**src/design/rob_params.svh**
```systemverilog
// Reorder buffer sizing macros
// Entry count, dispatch, completion and retire widths
// Register file sizes and branch target width
// Index and count widths derived from the sizes above

`ifndef ROB_PARAMS_SVH
`define ROB_PARAMS_SVH

// Base sizes
`define ROB_ENTRY_NUM   8
`define DP_NUM          2
`define CDB_NUM         2
`define RT_NUM          2
`define ARCH_REG_NUM    32
`define PHY_REG_NUM     64
`define XLEN            32

// Derived widths
`define ROB_IDX_W       $clog2(`ROB_ENTRY_NUM)
`define TAG_W           $clog2(`PHY_REG_NUM)
`define ARCH_IDX_W      $clog2(`ARCH_REG_NUM)
// Counts run 0..N inclusive, hence the +1
`define DP_CNT_W        $clog2(`DP_NUM + 1)
`define RT_CNT_W        $clog2(`RT_NUM + 1)

`endif

```
**src/design/rob_pkg.sv**
```systemverilog
// Reorder buffer package
// Index, tag, register, address and count types
// Stored entry layout
// Circular index helpers shared by the pointer, entry and retire blocks

`default_nettype none

`include "rob_params.svh"

package rob_pkg;

    typedef logic [`ROB_IDX_W-1:0]  rob_idx_t;
    typedef logic [`TAG_W-1:0]      tag_t;
    typedef logic [`ARCH_IDX_W-1:0] arch_reg_t;
    typedef logic [`XLEN-1:0]       addr_t;
    typedef logic [`DP_CNT_W-1:0]   dp_cnt_t;
    typedef logic [`RT_CNT_W-1:0]   rt_cnt_t;

    // One buffer slot
    typedef struct packed {
        logic      valid;
        logic      complete;
        arch_reg_t rd;
        tag_t      tag;
        tag_t      tag_old;
        logic      br_predict;
        // Actual direction, written at completion
        logic      br_result;
        addr_t     br_target;
    } rob_entry_t;

    // (base + off) modulo entry count, off below entry count
    function automatic rob_idx_t idx_add(rob_idx_t base, int unsigned off);
        int unsigned sum;
        sum = 32'(base) + off;
        if (sum >= `ROB_ENTRY_NUM) begin
            sum = sum - `ROB_ENTRY_NUM;
        end
        return rob_idx_t'(sum);
    endfunction

    // Distance from 'from' forward to 'to' around the ring
    function automatic int unsigned idx_dist(rob_idx_t from, rob_idx_t to);
        int unsigned d;
        d = 32'(to) + `ROB_ENTRY_NUM - 32'(from);
        if (d >= `ROB_ENTRY_NUM) begin
            d = d - `ROB_ENTRY_NUM;
        end
        return d;
    endfunction

endpackage

`default_nettype wire

```
**src/design/rob_ptr_if.sv**
```systemverilog
// Pointer bundle between the reorder buffer blocks
// Head and tail pointers, dispatch and retire counts, flush
// Modports for the pointer, entry array and retire blocks

`timescale 1ns/1ps
`default_nettype none

interface rob_ptr_if;
    import rob_pkg::*;

    // Oldest entry and next free slot
    rob_idx_t head;
    rob_idx_t tail;
    // Entries written and retired this cycle
    dp_cnt_t  dp_num;
    rt_cnt_t  rt_num;
    // Whole buffer discard, takes effect at next edge
    logic     flush;

    modport ptr (
        output head, tail,
        input  dp_num, rt_num, flush
    );

    modport entries (
        input head, tail, dp_num, rt_num, flush
    );

    modport retire (
        input  head,
        output rt_num, flush
    );

endinterface

`default_nettype wire

```
**src/design/rob_entries.sv**
```systemverilog
// Reorder buffer entry array
// Dispatch window decode and slot write
// CDB match for completion and branch outcome capture
// Clear on retire and on flush

`timescale 1ns/1ps
`default_nettype none

`include "rob_params.svh"

module rob_entries (
    input  logic                                     clk_i,
    input  logic                                     rst_i,
    rob_ptr_if.entries                               ent_if,
    input  rob_pkg::arch_reg_t  [`DP_NUM-1:0]        dp_rd_i,
    input  rob_pkg::tag_t       [`DP_NUM-1:0]        dp_tag_i,
    input  rob_pkg::tag_t       [`DP_NUM-1:0]        dp_tag_old_i,
    input  logic                [`DP_NUM-1:0]        dp_br_predict_i,
    input  logic                [`CDB_NUM-1:0]       cdb_valid_i,
    input  rob_pkg::rob_idx_t   [`CDB_NUM-1:0]       cdb_rob_idx_i,
    input  logic                [`CDB_NUM-1:0]       cdb_br_result_i,
    input  rob_pkg::addr_t      [`CDB_NUM-1:0]       cdb_br_target_i,
    output rob_pkg::rob_entry_t [`ROB_ENTRY_NUM-1:0] entries_o,
    output rob_pkg::rob_idx_t   [`DP_NUM-1:0]        rob_idx_o
);
    import rob_pkg::*;

    localparam int unsigned ENTRY_NUM = `ROB_ENTRY_NUM;
    localparam int unsigned SLOT_NUM  = `DP_NUM;
    localparam int unsigned CDB_CH    = `CDB_NUM;
    // Dispatch slot select width
    localparam int SLOT_W = (`DP_NUM > 1) ? $clog2(`DP_NUM) : 1;

    rob_entry_t [ENTRY_NUM-1:0] ent_q;
    logic       [ENTRY_NUM-1:0] dp_sel;
    logic       [SLOT_W-1:0]    dp_slot   [ENTRY_NUM];
    logic       [ENTRY_NUM-1:0] rt_sel;
    logic       [ENTRY_NUM-1:0] cp_sel;
    logic       [ENTRY_NUM-1:0] cp_result;
    addr_t                      cp_target [ENTRY_NUM];

    // --------------------------------------------------
    // Dispatch and retire windows
    // --------------------------------------------------
    always_comb begin
        int unsigned dp_off;
        int unsigned rt_off;
        for (int unsigned e = 0; e < ENTRY_NUM; e++) begin
            // Offset of entry from tail picks the slot
            dp_off     = idx_dist(ent_if.tail, rob_idx_t'(e));
            dp_sel[e]  = dp_off < 32'(ent_if.dp_num);
            dp_slot[e] = SLOT_W'(dp_off);
            // Retire window is rt_num entries from head
            rt_off     = idx_dist(ent_if.head, rob_idx_t'(e));
            rt_sel[e]  = rt_off < 32'(ent_if.rt_num);
        end
    end

    // Indexes handed back to the dispatcher
    always_comb begin
        for (int unsigned k = 0; k < SLOT_NUM; k++) begin
            rob_idx_o[k] = idx_add(ent_if.tail, k);
        end
    end

    // --------------------------------------------------
    // Completion match
    // --------------------------------------------------
    always_comb begin
        cp_sel    = '0;
        cp_result = '0;
        for (int unsigned e = 0; e < ENTRY_NUM; e++) begin
            cp_target[e] = '0;
            for (int unsigned c = 0; c < CDB_CH; c++) begin
                if (cdb_valid_i[c] && (cdb_rob_idx_i[c] == rob_idx_t'(e))) begin
                    cp_sel[e]    = 1'b1;
                    cp_result[e] = cdb_br_result_i[c];
                    cp_target[e] = cdb_br_target_i[c];
                end
            end
        end
    end

    // --------------------------------------------------
    // Entry update
    // --------------------------------------------------
    always_ff @(posedge clk_i) begin
        for (int unsigned e = 0; e < ENTRY_NUM; e++) begin
            if (rst_i || ent_if.flush) begin
                ent_q[e].valid    <= 1'b0;
                ent_q[e].complete <= 1'b0;
            end else if (dp_sel[e]) begin
                // Overrides a retire of the same slot, entry is reused
                ent_q[e].valid      <= 1'b1;
                ent_q[e].complete   <= 1'b0;
                ent_q[e].rd         <= dp_rd_i[dp_slot[e]];
                ent_q[e].tag        <= dp_tag_i[dp_slot[e]];
                ent_q[e].tag_old    <= dp_tag_old_i[dp_slot[e]];
                ent_q[e].br_predict <= dp_br_predict_i[dp_slot[e]];
                // Until completion, assume the prediction holds
                ent_q[e].br_result  <= dp_br_predict_i[dp_slot[e]];
            end else if (rt_sel[e]) begin
                ent_q[e].valid    <= 1'b0;
                ent_q[e].complete <= 1'b0;
            end else if (cp_sel[e] && ent_q[e].valid) begin
                ent_q[e].complete  <= 1'b1;
                ent_q[e].br_result <= cp_result[e];
                ent_q[e].br_target <= cp_target[e];
            end
        end
    end

    assign entries_o = ent_q;

    // Two channels never complete the same entry in one cycle
    for (genvar i = 0; i < `CDB_NUM; i++) begin : g_cdb_i
        for (genvar j = i + 1; j < `CDB_NUM; j++) begin : g_cdb_j
            cdb_idx_unique_a : assert property (@(posedge clk_i) disable iff (rst_i)
                !(cdb_valid_i[i] && cdb_valid_i[j] &&
                  (cdb_rob_idx_i[i] == cdb_rob_idx_i[j])));
        end
    end

endmodule

`default_nettype wire

```
**src/design/rob_ptr.sv**
```systemverilog
// Reorder buffer pointer block
// Head and tail registers with wrap bits
// Free entry count and dispatch availability

`timescale 1ns/1ps
`default_nettype none

`include "rob_params.svh"

module rob_ptr (
    input  logic             clk_i,
    input  logic             rst_i,
    rob_ptr_if.ptr           ptr_if,
    output rob_pkg::dp_cnt_t avail_num_o
);
    import rob_pkg::*;

    localparam int unsigned ENTRY_NUM = `ROB_ENTRY_NUM;
    localparam int unsigned DP_MAX    = `DP_NUM;
    // Room for entry count plus retire count
    localparam int CNT_W = `ROB_IDX_W + 2;

    rob_idx_t         head_q;
    rob_idx_t         tail_q;
    logic             head_wrap_q;
    logic             tail_wrap_q;
    rob_idx_t         head_d;
    rob_idx_t         tail_d;
    logic             head_wrap_d;
    logic             tail_wrap_d;
    logic [CNT_W-1:0] free_cnt;
    logic [CNT_W-1:0] room_cnt;

    // --------------------------------------------------
    // Next pointers
    // --------------------------------------------------
    always_comb begin
        int unsigned head_sum;
        int unsigned tail_sum;
        head_sum    = 32'(head_q) + 32'(ptr_if.rt_num);
        tail_sum    = 32'(tail_q) + 32'(ptr_if.dp_num);
        head_d      = idx_add(head_q, 32'(ptr_if.rt_num));
        tail_d      = idx_add(tail_q, 32'(ptr_if.dp_num));
        // Wrap bit flips each time a pointer passes the last entry
        head_wrap_d = head_wrap_q ^ (head_sum >= ENTRY_NUM);
        tail_wrap_d = tail_wrap_q ^ (tail_sum >= ENTRY_NUM);
    end

    always_ff @(posedge clk_i) begin
        if (rst_i || ptr_if.flush) begin
            head_q      <= '0;
            tail_q      <= '0;
            head_wrap_q <= 1'b0;
            tail_wrap_q <= 1'b0;
        end else begin
            head_q      <= head_d;
            tail_q      <= tail_d;
            head_wrap_q <= head_wrap_d;
            tail_wrap_q <= tail_wrap_d;
        end
    end

    // --------------------------------------------------
    // Availability
    // --------------------------------------------------
    always_comb begin
        // Same lap: used = tail - head; different lap: tail behind head
        if (head_wrap_q == tail_wrap_q) begin
            free_cnt = CNT_W'(ENTRY_NUM) - CNT_W'(tail_q) + CNT_W'(head_q);
        end else begin
            free_cnt = CNT_W'(head_q) - CNT_W'(tail_q);
        end
        // Entries retiring now are reusable this cycle
        room_cnt = free_cnt + CNT_W'(ptr_if.rt_num);
        if (room_cnt > CNT_W'(DP_MAX)) begin
            avail_num_o = dp_cnt_t'(DP_MAX);
        end else begin
            avail_num_o = dp_cnt_t'(room_cnt);
        end
    end

    assign ptr_if.head = head_q;
    assign ptr_if.tail = tail_q;

    // Dispatcher must respect the advertised room
    dp_within_avail_a : assert property (@(posedge clk_i) disable iff (rst_i)
        ptr_if.dp_num <= avail_num_o);

endmodule

`default_nettype wire

```
**src/design/rob_retire.sv**
```systemverilog
// Reorder buffer retire logic
// In-order completed prefix across the retire window
// Retire lane fields for the map table and free list
// Mispredict detection and flush generation

`timescale 1ns/1ps
`default_nettype none

`include "rob_params.svh"

module rob_retire (
    input  logic                                     exception_i,
    input  rob_pkg::rob_entry_t [`ROB_ENTRY_NUM-1:0] entries_i,
    rob_ptr_if.retire                                rt_if,
    output logic                [`RT_NUM-1:0]        rt_valid_o,
    output rob_pkg::arch_reg_t  [`RT_NUM-1:0]        rt_arch_reg_o,
    output rob_pkg::tag_t       [`RT_NUM-1:0]        rt_phy_reg_o,
    output rob_pkg::tag_t       [`RT_NUM-1:0]        rt_tag_old_o,
    output logic                                     br_mis_valid_o,
    output rob_pkg::addr_t                           br_target_o
);
    import rob_pkg::*;

    localparam int unsigned LANE_NUM = `RT_NUM;

    // Lane j sees entry head + j
    rob_entry_t [LANE_NUM-1:0] lane_ent;
    logic       [LANE_NUM-1:0] lane_mis;
    // chain[j] high when every older lane retires cleanly
    logic       [LANE_NUM:0]   chain;
    rt_cnt_t                   rt_cnt;

    // --------------------------------------------------
    // Retire window
    // --------------------------------------------------
    always_comb begin
        for (int unsigned j = 0; j < LANE_NUM; j++) begin
            lane_ent[j] = entries_i[idx_add(rt_if.head, j)];
        end
    end

    always_comb begin
        // Exception blocks every lane
        chain[0] = !exception_i;
        for (int unsigned j = 0; j < LANE_NUM; j++) begin
            rt_valid_o[j] = chain[j] && lane_ent[j].valid && lane_ent[j].complete;
            lane_mis[j]   = rt_valid_o[j] &&
                            (lane_ent[j].br_predict != lane_ent[j].br_result);
            // Lanes younger than a mispredict stay low
            chain[j+1]    = rt_valid_o[j] && !lane_mis[j];
        end
    end

    // Lane payload is meaningful only where rt_valid_o is high
    always_comb begin
        for (int unsigned j = 0; j < LANE_NUM; j++) begin
            rt_arch_reg_o[j] = lane_ent[j].rd;
            rt_phy_reg_o[j]  = lane_ent[j].tag;
            rt_tag_old_o[j]  = lane_ent[j].tag_old;
        end
    end

    // Thermometer to count
    always_comb begin
        rt_cnt = '0;
        for (int unsigned j = 0; j < LANE_NUM; j++) begin
            if (rt_valid_o[j]) begin
                rt_cnt = rt_cnt + rt_cnt_t'(1);
            end
        end
    end

    // --------------------------------------------------
    // Mispredict and flush
    // --------------------------------------------------
    always_comb begin
        br_mis_valid_o = 1'b0;
        br_target_o    = '0;
        // Oldest mispredicted lane wins
        for (int unsigned j = 0; j < LANE_NUM; j++) begin
            if (lane_mis[j] && !br_mis_valid_o) begin
                br_mis_valid_o = 1'b1;
                br_target_o    = lane_ent[j].br_target;
            end
        end
    end

    assign rt_if.rt_num = rt_cnt;
    assign rt_if.flush  = exception_i || br_mis_valid_o;

endmodule

`default_nettype wire

```
**src/design/rob_top.sv**
```systemverilog
// Reorder buffer top level
// Pointer bundle, pointer block, entry array and retire logic
// Dispatch, CDB and retire ports

`timescale 1ns/1ps
`default_nettype none

`include "rob_params.svh"

module rob_top (
    input  logic                                clk_i,
    input  logic                                rst_i,
    input  logic                                exception_i,
    // Dispatch
    input  rob_pkg::dp_cnt_t                    dp_num_i,
    input  rob_pkg::arch_reg_t [`DP_NUM-1:0]    dp_rd_i,
    input  rob_pkg::tag_t      [`DP_NUM-1:0]    dp_tag_i,
    input  rob_pkg::tag_t      [`DP_NUM-1:0]    dp_tag_old_i,
    input  logic               [`DP_NUM-1:0]    dp_br_predict_i,
    output rob_pkg::dp_cnt_t                    avail_num_o,
    output rob_pkg::rob_idx_t  [`DP_NUM-1:0]    rob_idx_o,
    // Completion
    input  logic               [`CDB_NUM-1:0]   cdb_valid_i,
    input  rob_pkg::rob_idx_t  [`CDB_NUM-1:0]   cdb_rob_idx_i,
    input  logic               [`CDB_NUM-1:0]   cdb_br_result_i,
    input  rob_pkg::addr_t     [`CDB_NUM-1:0]   cdb_br_target_i,
    // Retire
    output logic               [`RT_NUM-1:0]    rt_valid_o,
    output rob_pkg::arch_reg_t [`RT_NUM-1:0]    rt_arch_reg_o,
    output rob_pkg::tag_t      [`RT_NUM-1:0]    rt_phy_reg_o,
    output rob_pkg::tag_t      [`RT_NUM-1:0]    rt_tag_old_o,
    // Redirect
    output logic                                br_mis_valid_o,
    output rob_pkg::addr_t                      br_target_o
);
    import rob_pkg::*;

    // Full array snapshot for the retire window
    rob_entry_t [`ROB_ENTRY_NUM-1:0] entries;

    rob_ptr_if u_ptr_if ();

    assign u_ptr_if.dp_num = dp_num_i;

    rob_ptr u_rob_ptr (
        .clk_i       (clk_i),
        .rst_i       (rst_i),
        .ptr_if      (u_ptr_if.ptr),
        .avail_num_o (avail_num_o)
    );

    rob_entries u_rob_entries (
        .clk_i           (clk_i),
        .rst_i           (rst_i),
        .ent_if          (u_ptr_if.entries),
        .dp_rd_i         (dp_rd_i),
        .dp_tag_i        (dp_tag_i),
        .dp_tag_old_i    (dp_tag_old_i),
        .dp_br_predict_i (dp_br_predict_i),
        .cdb_valid_i     (cdb_valid_i),
        .cdb_rob_idx_i   (cdb_rob_idx_i),
        .cdb_br_result_i (cdb_br_result_i),
        .cdb_br_target_i (cdb_br_target_i),
        .entries_o       (entries),
        .rob_idx_o       (rob_idx_o)
    );

    rob_retire u_rob_retire (
        .exception_i    (exception_i),
        .entries_i      (entries),
        .rt_if          (u_ptr_if.retire),
        .rt_valid_o     (rt_valid_o),
        .rt_arch_reg_o  (rt_arch_reg_o),
        .rt_phy_reg_o   (rt_phy_reg_o),
        .rt_tag_old_o   (rt_tag_old_o),
        .br_mis_valid_o (br_mis_valid_o),
        .br_target_o    (br_target_o)
    );

endmodule

`default_nettype wire

```
**config.mk**
```make
export PLATFORM = sky130hd
export DESIGN_NAME = rob_top
export DESIGN_NICKNAME = d
export VERILOG_FILES = /design/src/design/rob_pkg.sv /design/src/design/rob_ptr_if.sv /design/src/design/rob_entries.sv /design/src/design/rob_ptr.sv /design/src/design/rob_retire.sv /design/src/design/rob_top.sv
export VERILOG_INCLUDE_DIRS = /design/src /design/src/design
export SDC_FILE = /design/constraint.sdc
export NUM_CORES = 1
export LEC_CHECK = 0
export ABC_AREA = 1
export BUFFER_PORTS_ARGS = -buffer_cell sky130_fd_sc_hd__buf_2
export CORE_ASPECT_RATIO = 2
export CORE_MARGIN = 1
export CORE_UTILIZATION = 25
export DETAILED_ROUTE_END_ITERATION = 10
export GPL_TIMING_DRIVEN = 0
export PLACE_DENSITY = 0.52
export SLEW_MARGIN = 30
export SYNTH_ARGS = -nofsm -noshare
export SYNTH_HDL_FRONTEND = slang
export SYNTH_SLANG_ARGS = --single-unit
```
**constraint.sdc**
```tcl
create_clock -name clk_i -period 4.7 [get_ports clk_i]
set_input_delay 0.235 -clock clk_i [delete_from_list [all_inputs] [get_ports clk_i]]
set_output_delay 0.235 -clock clk_i [all_outputs]
set_load 0.02 [all_outputs]
```
After elaboration in Yosys (flattened, before gate mapping)
Cells that the tools add are included.

storage, ports and cells
  register bits = 432

cells by class
  magnitude comparators = 49
  reduce and logical (&&, ||, !) cells = 87
  add/sub/neg operators = 47
  mux-type cells = 202
  bitwise operators = 19
  equal/unequal tests = 25

operator list
  kind                     count
  $mux W32                 34
  $mux W33                 16
  $ge A32 B4 Y1 const B    16
  $lt A32 B2 Y1            16
  $sub A32 B4 Y32 const B  16
  $bmux W53 S3             2
  $mux W6                  32
  $mux W53                 2
  $mux W5                  17
  $sub A4 B3 Y5 const A    17
  $mux W1                  83
  $logic_and A1 B1 Y1      32
  $reduce_and A4 Y1        8
  $reduce_bool A2 Y1       16
  $eq A3 B3 Y1 const B     8
  $reduce_and A3 Y1        8
  $reduce_or A3 Y1         8
  $mux W2                  10
  $mux W3                  6
  $sub A3 B1 Y3 const B    6
  $not A1 Y1               17
  $ge A4 B4 Y1 const B     4
  $lt A1 B2 Y1 const B     8
  $ne A2 B1 Y1 const B     8
  other kinds (18)         39

Depth between registers and ports, before layout
Gate-level depths: netlist of the first run.

  depth in word-level cells = 18
  gate-level depth with buffers = 25

Modules after synthesis
From an unflattened synthesis of the first run, not the netlist that was laid out.

unflattened totals
  cells, all modules = 3024
  area total of the unflattened synthesis = 25181.7 um^2

by module, submodules not included
  module       cells an instance  sequential area each (um^2)  area an instance (um^2)  instances
  rob_entries  1209               12572.1                      16578.4                  1
  rob_retire   1712               0.0                          7898.8                   1
  rob_ptr      103                160.2                        704.4                    1

Worst setup path before layout of the first run
OpenSTA, ideal clock, no wires.

  kind = register to register
  start point = reg u_rob_ptr.head_q[1], in the netlist u_rob_ptr.ptr_if.head[1]
  end point = reg u_rob_entries.ent_q (netlist bit u_rob_entries.entries_o[265]) (enable)
  setup slack = -259 ps
  cell stages (with the launch flop) = 21
  data arrival time = 4564 ps
  cell sequence = dfxtp_1 -> inv_1 -> buf_2 -> buf_2 -> clkbuf_1 -> ha_1 -> buf_2 -> inv_2 -> nand2_1 -> nand2_1 -> inv_2 -> nor3_4 -> buf_4 -> ha_1 -> inv_1 -> ha_1 -> nor2_1 -> nor2_1 -> a31oi_1 -> nand2_1 -> nor2_2

on the way
  word-level cells in the longest chain between the ends = 18

ends and longest elaborated chain
  element                                                 line               RTL
  from (decl)                                             rob_ptr.sv:23      rob_idx_t head_q;
  from (signal assigned)                                  rob_ptr.sv:51      head_q <= '0;
  from (signal assigned)                                  rob_ptr.sv:56      head_q <= head_d;
  branches (longest 10 deep; another with $add A3 B1 Y4)  -
  $logic_and A1 B1 Y1 (*)                                 rob_retire.sv:46   rt_valid_o[j] = chain[j] && lane_ent[j].valid && lane_ent[j].complete;
  net rt_valid_o[1]                                       rob_top.sv:28      output logic [`RT_NUM-1:0] rt_valid_o,
  branches (longest 6 deep; another with $lt A32 B2 Y1)   -
  $reduce_and A4 Y1 (no source line) (*)                  -
  to (decl)                                               rob_entries.sv:34  rob_entry_t [ENTRY_NUM-1:0] ent_q;

Mark *: on every way through the listed nets, which the timed path passes. The select of a mux whose other input is x is not followed.
A chain may end at the register's enable or synchronous reset.

Final worst setup path of the first run
  start point = reg u_rob_ptr.head_q[0], in the netlist u_rob_ptr.ptr_if.head[0]
  end point = out br_target_o[15]

on the way
  word-level cells in the longest chain between the ends = 14

ends and longest elaborated chain
  element                                                 line              RTL
  branches (longest 13 deep; another with $add A3 B1 Y4)  -
  $mux W32 (*)                                            rob_retire.sv:81  if (lane_mis[j] && !br_mis_valid_o) begin
  to (decl)                                               rob_top.sv:34     output rob_pkg::addr_t br_target_o

Mark *: on every way between the ends. The select of a mux whose other input is x is not followed.

==> qor.tcl, run 1 <==
set qor(outcome) {completed}
set qor(synthFlopType) {sky130_fd_sc_hd__edfxtp_1}
set qor(final-setup-viol-count) 0
set qor(synth.yosys.seq_area_share_pct) 51.0
set qor(globalRoute.busiestLayer) {met2}
set qor(detailedPlacementHpwl_um) 95800
set qor(power_switching_share_pct) 25.4
set qor(post_synth_instance_area_um2) 24900
set qor(pin_count_of_the_biggest_net_entering_global_routing) 20
set qor(slew_of_the_pin_with_the_lowest_slew_margin_ns) 1.10
set qor(p_int_mw) 6.44
set qor(crit_fanout) 19
set qor(drt_pre_antenna_iters) 9
set qor(final_period_minus_worst_setup_slack_ns) 4.65
set qor(chipHeight_um) 449
set qor(switching_power_mw) 2.19
set qor(leakagePower_nw) 11.5
set qor(end_kind) {output pin}
set qor(wl_per_cell_um) 28.9
set qor(comb_power_share_pct) 7.2
set qor(layout.area.seq_um2) 12700
set qor(worst_skew_pair.late_latency_ns) 0.62
set qor(ioPinCount) 192
set qor(worstPathCellList) {buf_6 > inv_2 > buf_12 > buf_6 > buf_12 > buf_12 > ha_4 > buf_12 > clkbuf_1 > clkdlybuf4s15_1 > o211ai_1 > nand3_1 > nand2_1 > nand3_1 > o21ai_1 > buf_2}
set qor(io_buffers) 189
set qor(cpPeakStageDelay_ns) 0.84
set qor(post_route_cells_drive_above_1_share_pct) 14.4
set qor(first_global_vias) 24780
set qor(worst-endpoint-required_ns) 4.47
set qor(effective_utilization_at_floorplan_pct) 25.3
set qor(grt_remaining_overflow) 0
set qor(layout_nets) 3324
set qor(routed_via_density) 5.56
set qor(synth_cells) 2900
set qor(first_iter_violations) 2858
set qor(drt.antenna.violating_nets) 0
set qor(synth.avg_cell_area_um2) 8.60
set qor(power_density_over_the_cells_nw_per_um2) 287
set qor(hold_path.class) {primary input to flip-flop}
set qor(cts.sinks) 432
set qor(worstSetupPathType) {flip-flop to output pin}
set qor(grtUsageMet2_pct) 45.0
set qor(cap_violations) 0
set qor(whs_ns) 0.0261
set qor(fmax_mhz) 215
set qor(power.clock.fraction_pct) 43.3
set qor(use_met1_pct) 25.3
set qor(drc) 0
set qor(worst_path_max_delay_cell) {sky130_fd_sc_hd__clkdlybuf4s15_1}
set qor(grt_use_total_pct) 25.3
set qor(area_growth_pct) 20.5
set qor(timing_hold_violations_final) 0
set qor(fin_worst_skew_ns) 0.0515
set qor(synthesis.nets) 3054
set qor(area_of_the_die_um2) 101000
set qor(clock-root-buffer) {sky130_fd_sc_hd__clkbuf_16}
set qor(num_vias) 25135
set qor(crit_path_start_kind) {flip-flop}
set qor(synth_warnings) 0
set qor(wire_length_of_the_first_global_routing_pass_um) 180000
set qor(timing.critical_path.arrival_ns) 4.41
set qor(slew_violations) 0
set qor(timing.critical_path.mode_cell) {sky130_fd_sc_hd__buf_12}
set qor(seq_power_share_pct) 49.5
set qor(timing.max_slew.rel_slack_pct) 26.5
set qor(path_clk_slew_ns) 0.07
set qor(post_synth_num_cell_types) 35
set qor(multi_input_area_um2) 10200
set qor(critical-path-top-delay-family) {buffers and inverters}
set qor(die_w_um) 225
set qor(async_reset_ff_share_pct) 0
set qor(peakVddDrop_v) 0.000219
set qor(bufs_and_invs_on_worst_path) 10
set qor(power_total_mw) 8.63
set qor(antenna_found_initial) 3
set qor(cts_made_buffers) 43
set qor(synthesized_flop_and_latch_total) 432
set qor(clk_path_buf_depth) 3
set qor(detail_route.wirelength_um) 131000
set qor(floorplan.rows) 163
set qor(cts-htree-levels) 2
set qor(core_region_area_um2) 98700
set qor(layout.filler_cells) 10606
set qor(synth_enable_flop_cells) 408
set qor(cts_tree) {built}
set qor(grt_setup_unrepaired) {no}
set qor(gp_congestion) 1.00
set qor(period_share_pct) 98.8
set qor(met3_usage_pct) 4.24
-- through the flow --
stage	std cells	utilization, %	setup TNS (ns)	worst slack, ns	cell area, um2
floorplan	2900	-	0	0.0183	25000
global placement	4409	27.9	-958.72	-2.63	27600
detailed placement	4433	28.6	-484.34	-1.90	28200
CTS	4519	30.4	0	0.0211	30000
global route	4524	30.4	0	0.0400	30100
finish	4524	30.4	0	0.0549	30100
-- power groups by stage --
stage	logic, mW	clock network [mW]	registers, mW
finish	0.625	3.74	4.27
global placement	0.580	0	4.36
floorplan	0.328	0	4.35
global route	0.666	3.84	4.27
CTS	0.613	3.73	4.27
detailed placement	0.608	0	4.36
-- cell usage after synthesis (2+ instances only) --
library cell / instances / area share [%]
sky130_fd_sc_hd__nand2_1: 533 / 8.0
sky130_fd_sc_hd__edfxtp_1: 408 / 49
sky130_fd_sc_hd__inv_1: 298 / 4.5
sky130_fd_sc_hd__o21ai_0: 265 / 5.3
sky130_fd_sc_hd__o22ai_1: 265 / 6.6
sky130_fd_sc_hd__a21oi_1: 237 / 4.8
sky130_fd_sc_hd__nand3_1: 221 / 4.4
sky130_fd_sc_hd__nor2_1: 131 / 2.0
sky130_fd_sc_hd__clkbuf_1: 113 / 1.7
sky130_fd_sc_hd__o211ai_1: 81 / 2.4
sky130_fd_sc_hd__buf_2: 71 / 1.4
sky130_fd_sc_hd__nor2_2: 40 / 1.0
sky130_fd_sc_hd__a31oi_1: 35 / 0.88
sky130_fd_sc_hd__ha_1: 34 / 1.7
sky130_fd_sc_hd__a32oi_1: 32 / 1.1
sky130_fd_sc_hd__buf_1: 31 / 0.47
sky130_fd_sc_hd__dfxtp_1: 24 / 1.9
sky130_fd_sc_hd__o21ai_1: 21 / 0.42
sky130_fd_sc_hd__buf_6: 8 / 0.36
sky130_fd_sc_hd__a22oi_1: 7 / 0.21
sky130_fd_sc_hd__o21a_1: 7 / 0.21
sky130_fd_sc_hd__xnor2_1: 6 / 0.21
sky130_fd_sc_hd__buf_4: 5 / 0.15
sky130_fd_sc_hd__fa_1: 5 / 0.40
sky130_fd_sc_hd__inv_2: 4 / 0.060
sky130_fd_sc_hd__nand2_2: 3 / 0.075
sky130_fd_sc_hd__nand4_1: 3 / 0.075
sky130_fd_sc_hd__clkbuf_2: 2 / 0.040
sky130_fd_sc_hd__clkinv_1: 2 / 0.030
sky130_fd_sc_hd__nand3_2: 2 / 0.080
sky130_fd_sc_hd__xor2_1: 2 / 0.070
-- cell families after synthesis --
logic type      after synthesis  synth area share [%]
compound gates              950                  22.0
simple gates                937                  15.8
buf+inv                     534                  8.72
flops                       432                  51.0
fa+ha+maj                    39                  2.11
xor+xnor                      8                 0.281
-- metal layers --
metal,vias up,routed length [um]
met3,613,10400
met5,-,13
met2,1714,65700
met1,11923,41600
met4,2,12900
li1,10883,-
-- final timing paths --
path                                                  start                                         to  slack, ns  cells after the start
setup / recovery        u_rob_ptr.ptr_if.head[0]$_SDFF_PP0_                            br_target_o[15]       0.05                     16
hold / removal                              dp_tag_old_i[5]     u_rob_entries.entries_o[410]$_DFFE_PP_       0.03                      3
setup reg to reg        u_rob_ptr.ptr_if.head[0]$_SDFF_PP0_     u_rob_entries.entries_o[340]$_DFFE_PP_       0.38                     25
hold reg to reg   u_rob_entries.entries_o[210]$_SDFFE_PP0P_  u_rob_entries.entries_o[210]$_SDFFE_PP0P_       0.49                      2
-- layout make-up --
class	instances	share of cell area, %
timing repair buffer	228	5.56
tap	1320	5.49
sequential	432	42.4
buffer	227	3.95
inverter	304	3.89
multi-input combinational	1934	33.9
clock inverter	26	1.07
clock buffer	52	3.76
antenna	1	0.00833
-- flip-flops by register name (all words and copies together) (netlist names) --
register                 count
u_rob_entries.entries_o    424
u_rob_ptr.head_wrap_q        1
u_rob_ptr.ptr_if.head        3
u_rob_ptr.ptr_if.tail        3
u_rob_ptr.tail_wrap_q        1
-- worst reg2reg max path, stage by stage (launching register included) --
cell	delay, ns
sky130_fd_sc_hd__dfxtp_4	0.37
sky130_fd_sc_hd__buf_6	0.12
sky130_fd_sc_hd__inv_2	0.05
sky130_fd_sc_hd__buf_12	0.15
sky130_fd_sc_hd__buf_6	0.14
sky130_fd_sc_hd__buf_12	0.14
sky130_fd_sc_hd__buf_12	0.13
sky130_fd_sc_hd__ha_4	0.25
sky130_fd_sc_hd__buf_12	0.15
sky130_fd_sc_hd__clkinv_8	0.08
sky130_fd_sc_hd__nand2_1	0.06
sky130_fd_sc_hd__nand2_1	0.07
sky130_fd_sc_hd__inv_2	0.05
sky130_fd_sc_hd__nor3_4	0.23
sky130_fd_sc_hd__buf_12	0.15
sky130_fd_sc_hd__ha_4	0.18
sky130_fd_sc_hd__inv_1	0.12
sky130_fd_sc_hd__ha_1	0.30
sky130_fd_sc_hd__a21oi_1	0.12
sky130_fd_sc_hd__nand2_1	0.13
sky130_fd_sc_hd__nand2_1	0.06
sky130_fd_sc_hd__inv_1	0.06
sky130_fd_sc_hd__nand2_1	0.09
sky130_fd_sc_hd__nor2_4	0.38
sky130_fd_sc_hd__buf_16	0.23
sky130_fd_sc_hd__buf_16	0.20
-- layout by cell type, fill, tap and decap left out, types with 4 or more instances in the layout --
master,count
sky130_fd_sc_hd__a21oi_1,237
sky130_fd_sc_hd__inv_2,5
sky130_fd_sc_hd__buf_4,19
sky130_fd_sc_hd__o22ai_1,264
sky130_fd_sc_hd__clkinvlp_4,7
sky130_fd_sc_hd__nand3_1,221
sky130_fd_sc_hd__nand2_1,532
sky130_fd_sc_hd__clkinv_1,7
sky130_fd_sc_hd__buf_2,254
sky130_fd_sc_hd__edfxtp_1,408
sky130_fd_sc_hd__nor2_4,16
sky130_fd_sc_hd__a31oi_1,35
sky130_fd_sc_hd__a32oi_1,32
sky130_fd_sc_hd__buf_6,9
sky130_fd_sc_hd__o21ai_0,263
sky130_fd_sc_hd__inv_1,294
sky130_fd_sc_hd__buf_12,7
sky130_fd_sc_hd__a22oi_1,7
sky130_fd_sc_hd__clkbuf_16,45
sky130_fd_sc_hd__ha_1,30
sky130_fd_sc_hd__fa_1,4
sky130_fd_sc_hd__nor2_2,24
sky130_fd_sc_hd__xnor2_1,6
sky130_fd_sc_hd__o21ai_1,23
sky130_fd_sc_hd__buf_1,25
sky130_fd_sc_hd__o21a_1,7
sky130_fd_sc_hd__buf_8,4
sky130_fd_sc_hd__clkbuf_1,106
sky130_fd_sc_hd__buf_16,19
sky130_fd_sc_hd__dfxtp_1,21
sky130_fd_sc_hd__clkbuf_2,14
sky130_fd_sc_hd__nor2_1,131
sky130_fd_sc_hd__o211ai_1,81
sky130_fd_sc_hd__nand2_2,4
sky130_fd_sc_hd__bufinv_16,5
-- what timing repair did --
item / in CTS / in global routing
setup endpoints to repair: 489 / 43
pin swaps: 3 / 4
buffers inserted: 8 / 6
resized for setup: 54 / 18
hold buffers: 1 / 0
endpoints found under the hold margin: 1 / 0
(Power assumes the default switching activity.)
==> run 2: changes to the inputs <==
--- a/config.mk
+++ b/config.mk
@@ -9,7 +9,6 @@
 export ABC_AREA = 1
 export BUFFER_PORTS_ARGS = -buffer_cell sky130_fd_sc_hd__buf_2
 export CORE_ASPECT_RATIO = 2
-export CORE_MARGIN = 1
 export CORE_UTILIZATION = 25
 export DETAILED_ROUTE_END_ITERATION = 10
 export GPL_TIMING_DRIVEN = 0
==> constraint.sdc (replaced) <==
create_clock -name clk_i -period 4.7 [get_ports clk_i]
set_input_delay 0.235 -clock clk_i [delete_from_list [all_inputs] [get_ports clk_i]]
set_output_delay 0.235 -clock clk_i [all_outputs]
set_load 0.01 [all_outputs]
==> qor.tcl, run 2 (synthesized netlist as in run 1, its figures left out) <==
set qor(outcome) {finished with violations}
set qor(failed_checks) {negative setup slack}
set qor(detailedPlacementHpwl_um) 95800
set qor(layout_commonest_cell) {sky130_fd_sc_hd__nand2_1}
set qor(timing.critical_path.mode_cell) {sky130_fd_sc_hd__nand2_1}
set qor(seq_power_share_pct) 49.6
set qor(cts_tree) {built}
set qor(io_buffers) 189
set qor(slew_violations) 0
set qor(drc) 0
set qor(num_vias) 25089
set qor(layout_nets) 3325
set qor(end_kind) {output pin}
set qor(final_core_utilization_pct) 30.4
set qor(drt_pre_antenna_iters) 8
set qor(drt.antenna.violating_nets) 0
set qor(chipHeight_um) 449
set qor(final-setup-viol-count) 1
set qor(peakVddDrop_v) 0.000217
set qor(comb_power_share_pct) 7.1
set qor(grt_remaining_overflow) 0
set qor(r2r_slack_ns) 0.37
set qor(power.clock.fraction_pct) 43.3
set qor(die_w_um) 225
set qor(p_int_mw) 6.44
set qor(crit_path_start_kind) {flip-flop}
set qor(floorplan.rows) 163
set qor(setup_ws_final_ns) -0.0196
set qor(cap_violations) 0
set qor(hold_depth) 3
set qor(r2r_end) {u_rob_entries.entries_o[340]$_DFFE_PP_}
set qor(period_share_pct) 100
set qor(first_iter_violations) 2784
set qor(power_total_mw) 8.61
set qor(flip_flop_count_of_the_largest_register_after_layout) 424
set qor(path_clk_slew_ns) 0.07
set qor(timing.hold.worst.start) {dp_tag_old_i[5]}
set qor(timing.max_slew.rel_slack_pct) 28.1
set qor(crit_fanout) 12
set qor(cpPeakStageDelay_ns) 0.80
set qor(worst_path_max_delay_cell) {sky130_fd_sc_hd__clkbuf_1}
set qor(whs_ns) 0.0269
set qor(final.setup.tns_ns) -0.0196
set qor(hold_path.class) {primary input to flip-flop}
set qor(worstPathCellList) {clkinvlp_4 > clkbuf_8 > clkbuf_16 > ha_4 > buf_8 > clkdlybuf4s15_1 > nand2_1 > nand2_1 > nand2_1 > nand2_2 > clkbuf_1 > nand3_1 > o21ai_1 > buf_2}
set qor(power_switching_share_pct) 25.2
set qor(worst-endpoint-required_ns) 4.47
set qor(clock-root-buffer) {sky130_fd_sc_hd__clkbuf_16}
set qor(area_of_the_die_um2) 101000
set qor(post_route_cells_drive_above_1_share_pct) 14.3
set qor(min_to) {u_rob_entries.entries_o[410]$_DFFE_PP_}
set qor(final_period_minus_worst_setup_slack_ns) 4.72
set qor(wire_length_of_the_first_global_routing_pass_um) 180000
set qor(detail_route.wirelength_um) 131000
set qor(cell_count_of_the_worst_reg_to_reg_path) 25
set qor(fin_worst_skew_ns) 0.0485
set qor(area_growth_pct) 20.5
set qor(ioPinCount) 192
set qor(core_region_area_um2) 98700
set qor(routed_via_density) 5.54
set qor(gp_congestion) 1.00
set qor(power_density_over_the_cells_nw_per_um2) 286
set qor(cts-htree-levels) 2
set qor(switching_power_mw) 2.17
set qor(antenna_found_initial) 3
set qor(timing_hold_violations_final) 0
set qor(pin_count_of_the_biggest_net_entering_global_routing) 20
set qor(effective_utilization_at_floorplan_pct) 25.3
set qor(worstSetupPathType) {flip-flop to output pin}
set qor(worst_skew_pair.late_latency_ns) 0.62
set qor(cts.sinks) 432
set qor(place_worst_setup_slack_ns) -1.90
set qor(clk_path_buf_depth) 3
set qor(layout.filler_cells) 10604
set qor(slew_of_the_pin_with_the_lowest_slew_margin_ns) 1.08
set qor(timing.critical_path.arrival_ns) 4.48
set qor(cts_made_buffers) 43
set qor(r2r-start) {u_rob_ptr.ptr_if.head[0]$_SDFF_PP0_}
set qor(grt_use_total_pct) 25.3
set qor(commonest_cells_after_routing_fill_and_taps_aside) {sky130_fd_sc_hd__nand2_1 (532), sky130_fd_sc_hd__edfxtp_1 (408), sky130_fd_sc_hd__inv_1 (295), sky130_fd_sc_hd__o22ai_1 (264), sky130_fd_sc_hd__o21ai_0 (263)}
set qor(fmax_mhz) 212
set qor(leakagePower_nw) 11.5
set qor(first_global_vias) 24791
set qor(wl_per_cell_um) 28.9
==> run 2: layer usage <==
metal	GRT usage (%)	vias to the layer above	share of wire [%]
li1	-	10886	-
met1	25.2	11940	32
met2	45.0	1677	50
met3	4.30	584	8.0
met4	21.9	2	9.8
met5	0	-	0.0099
==> run 2: what timing repair did <==
action / 4_1_cts / 5_1_grt
pin swaps: 3 / 3
setup endpoints to repair: 489 / 41
hold endpoints to repair: 1 / 0
resized for setup: 52 / 16
gates cloned: 0 / 0
hold buffers: 1 / 0
buffers inserted: 10 / 5
==> run 2: worst max-delay path by stage <==
stage                                             endpoint                                start  cells after the start  slack [ns]
global route                               br_target_o[20]  u_rob_ptr.ptr_if.head[2]$_SDFF_PP0_                     14      -0.001
global placement    u_rob_entries.entries_o[345]$_DFFE_PP_  u_rob_ptr.ptr_if.head[1]$_SDFF_PP0_                     21       -2.63
floorplan           u_rob_entries.entries_o[265]$_DFFE_PP_  u_rob_ptr.ptr_if.head[1]$_SDFF_PP0_                     20         0.1
CTS                                        br_target_o[13]  u_rob_ptr.ptr_if.head[2]$_SDFF_PP0_                     14        0.02
finish                                     br_target_o[13]  u_rob_ptr.ptr_if.head[2]$_SDFF_PP0_                     14       -0.02
detailed placement  u_rob_entries.entries_o[185]$_DFFE_PP_  u_rob_ptr.ptr_if.head[1]$_SDFF_PP0_                     24       -1.90
==> run 2: worst max-delay path: cells and delay by family, from the launching register on <==
kind | cells | cell delay, ns
buffers and inverters | 7 | 2.29
and+or+nand+nor | 5 | 0.66
DFF | 1 | 0.39
adders and majority gates | 1 | 0.28
AOI/OAI and AO/OA | 1 | 0.24
==> run 2: area by class of cell <==
cell class | instances | area [um2] | area share (%)
Sequential cell | 432 | 12700 | 42.4
Multi-Input combinational cell | 1934 | 10200 | 33.9
Timing Repair Buffer | 229 | 1680 | 5.58
Tap cell | 1320 | 1650 | 5.50
Buffer | 227 | 1180 | 3.94
Inverter | 304 | 1170 | 3.88
Clock buffer | 52 | 1130 | 3.76
Clock inverter | 26 | 320 | 1.07
Antenna cell | 1 | 2.50 | 0.00833
==> run 2: power groups by stage <==
stage / sequential, mW / clock, mW / combinational (mW)
floorplan: 4.35 / 0 / 0.315
global placement: 4.36 / 0 / 0.567
detailed placement: 4.36 / 0 / 0.595
CTS: 4.27 / 3.73 / 0.600
global route: 4.27 / 3.84 / 0.652
finish: 4.27 / 3.73 / 0.611
==> run 2: per-stage QoR <==
stage	area, um2	std cells
3_3_place_gp	27600	4409
6_report	30100	4525
2_1_floorplan	25000	2900
5_1_grt	30100	4525
3_5_place_dp	28200	4433
4_1_cts	30000	4521
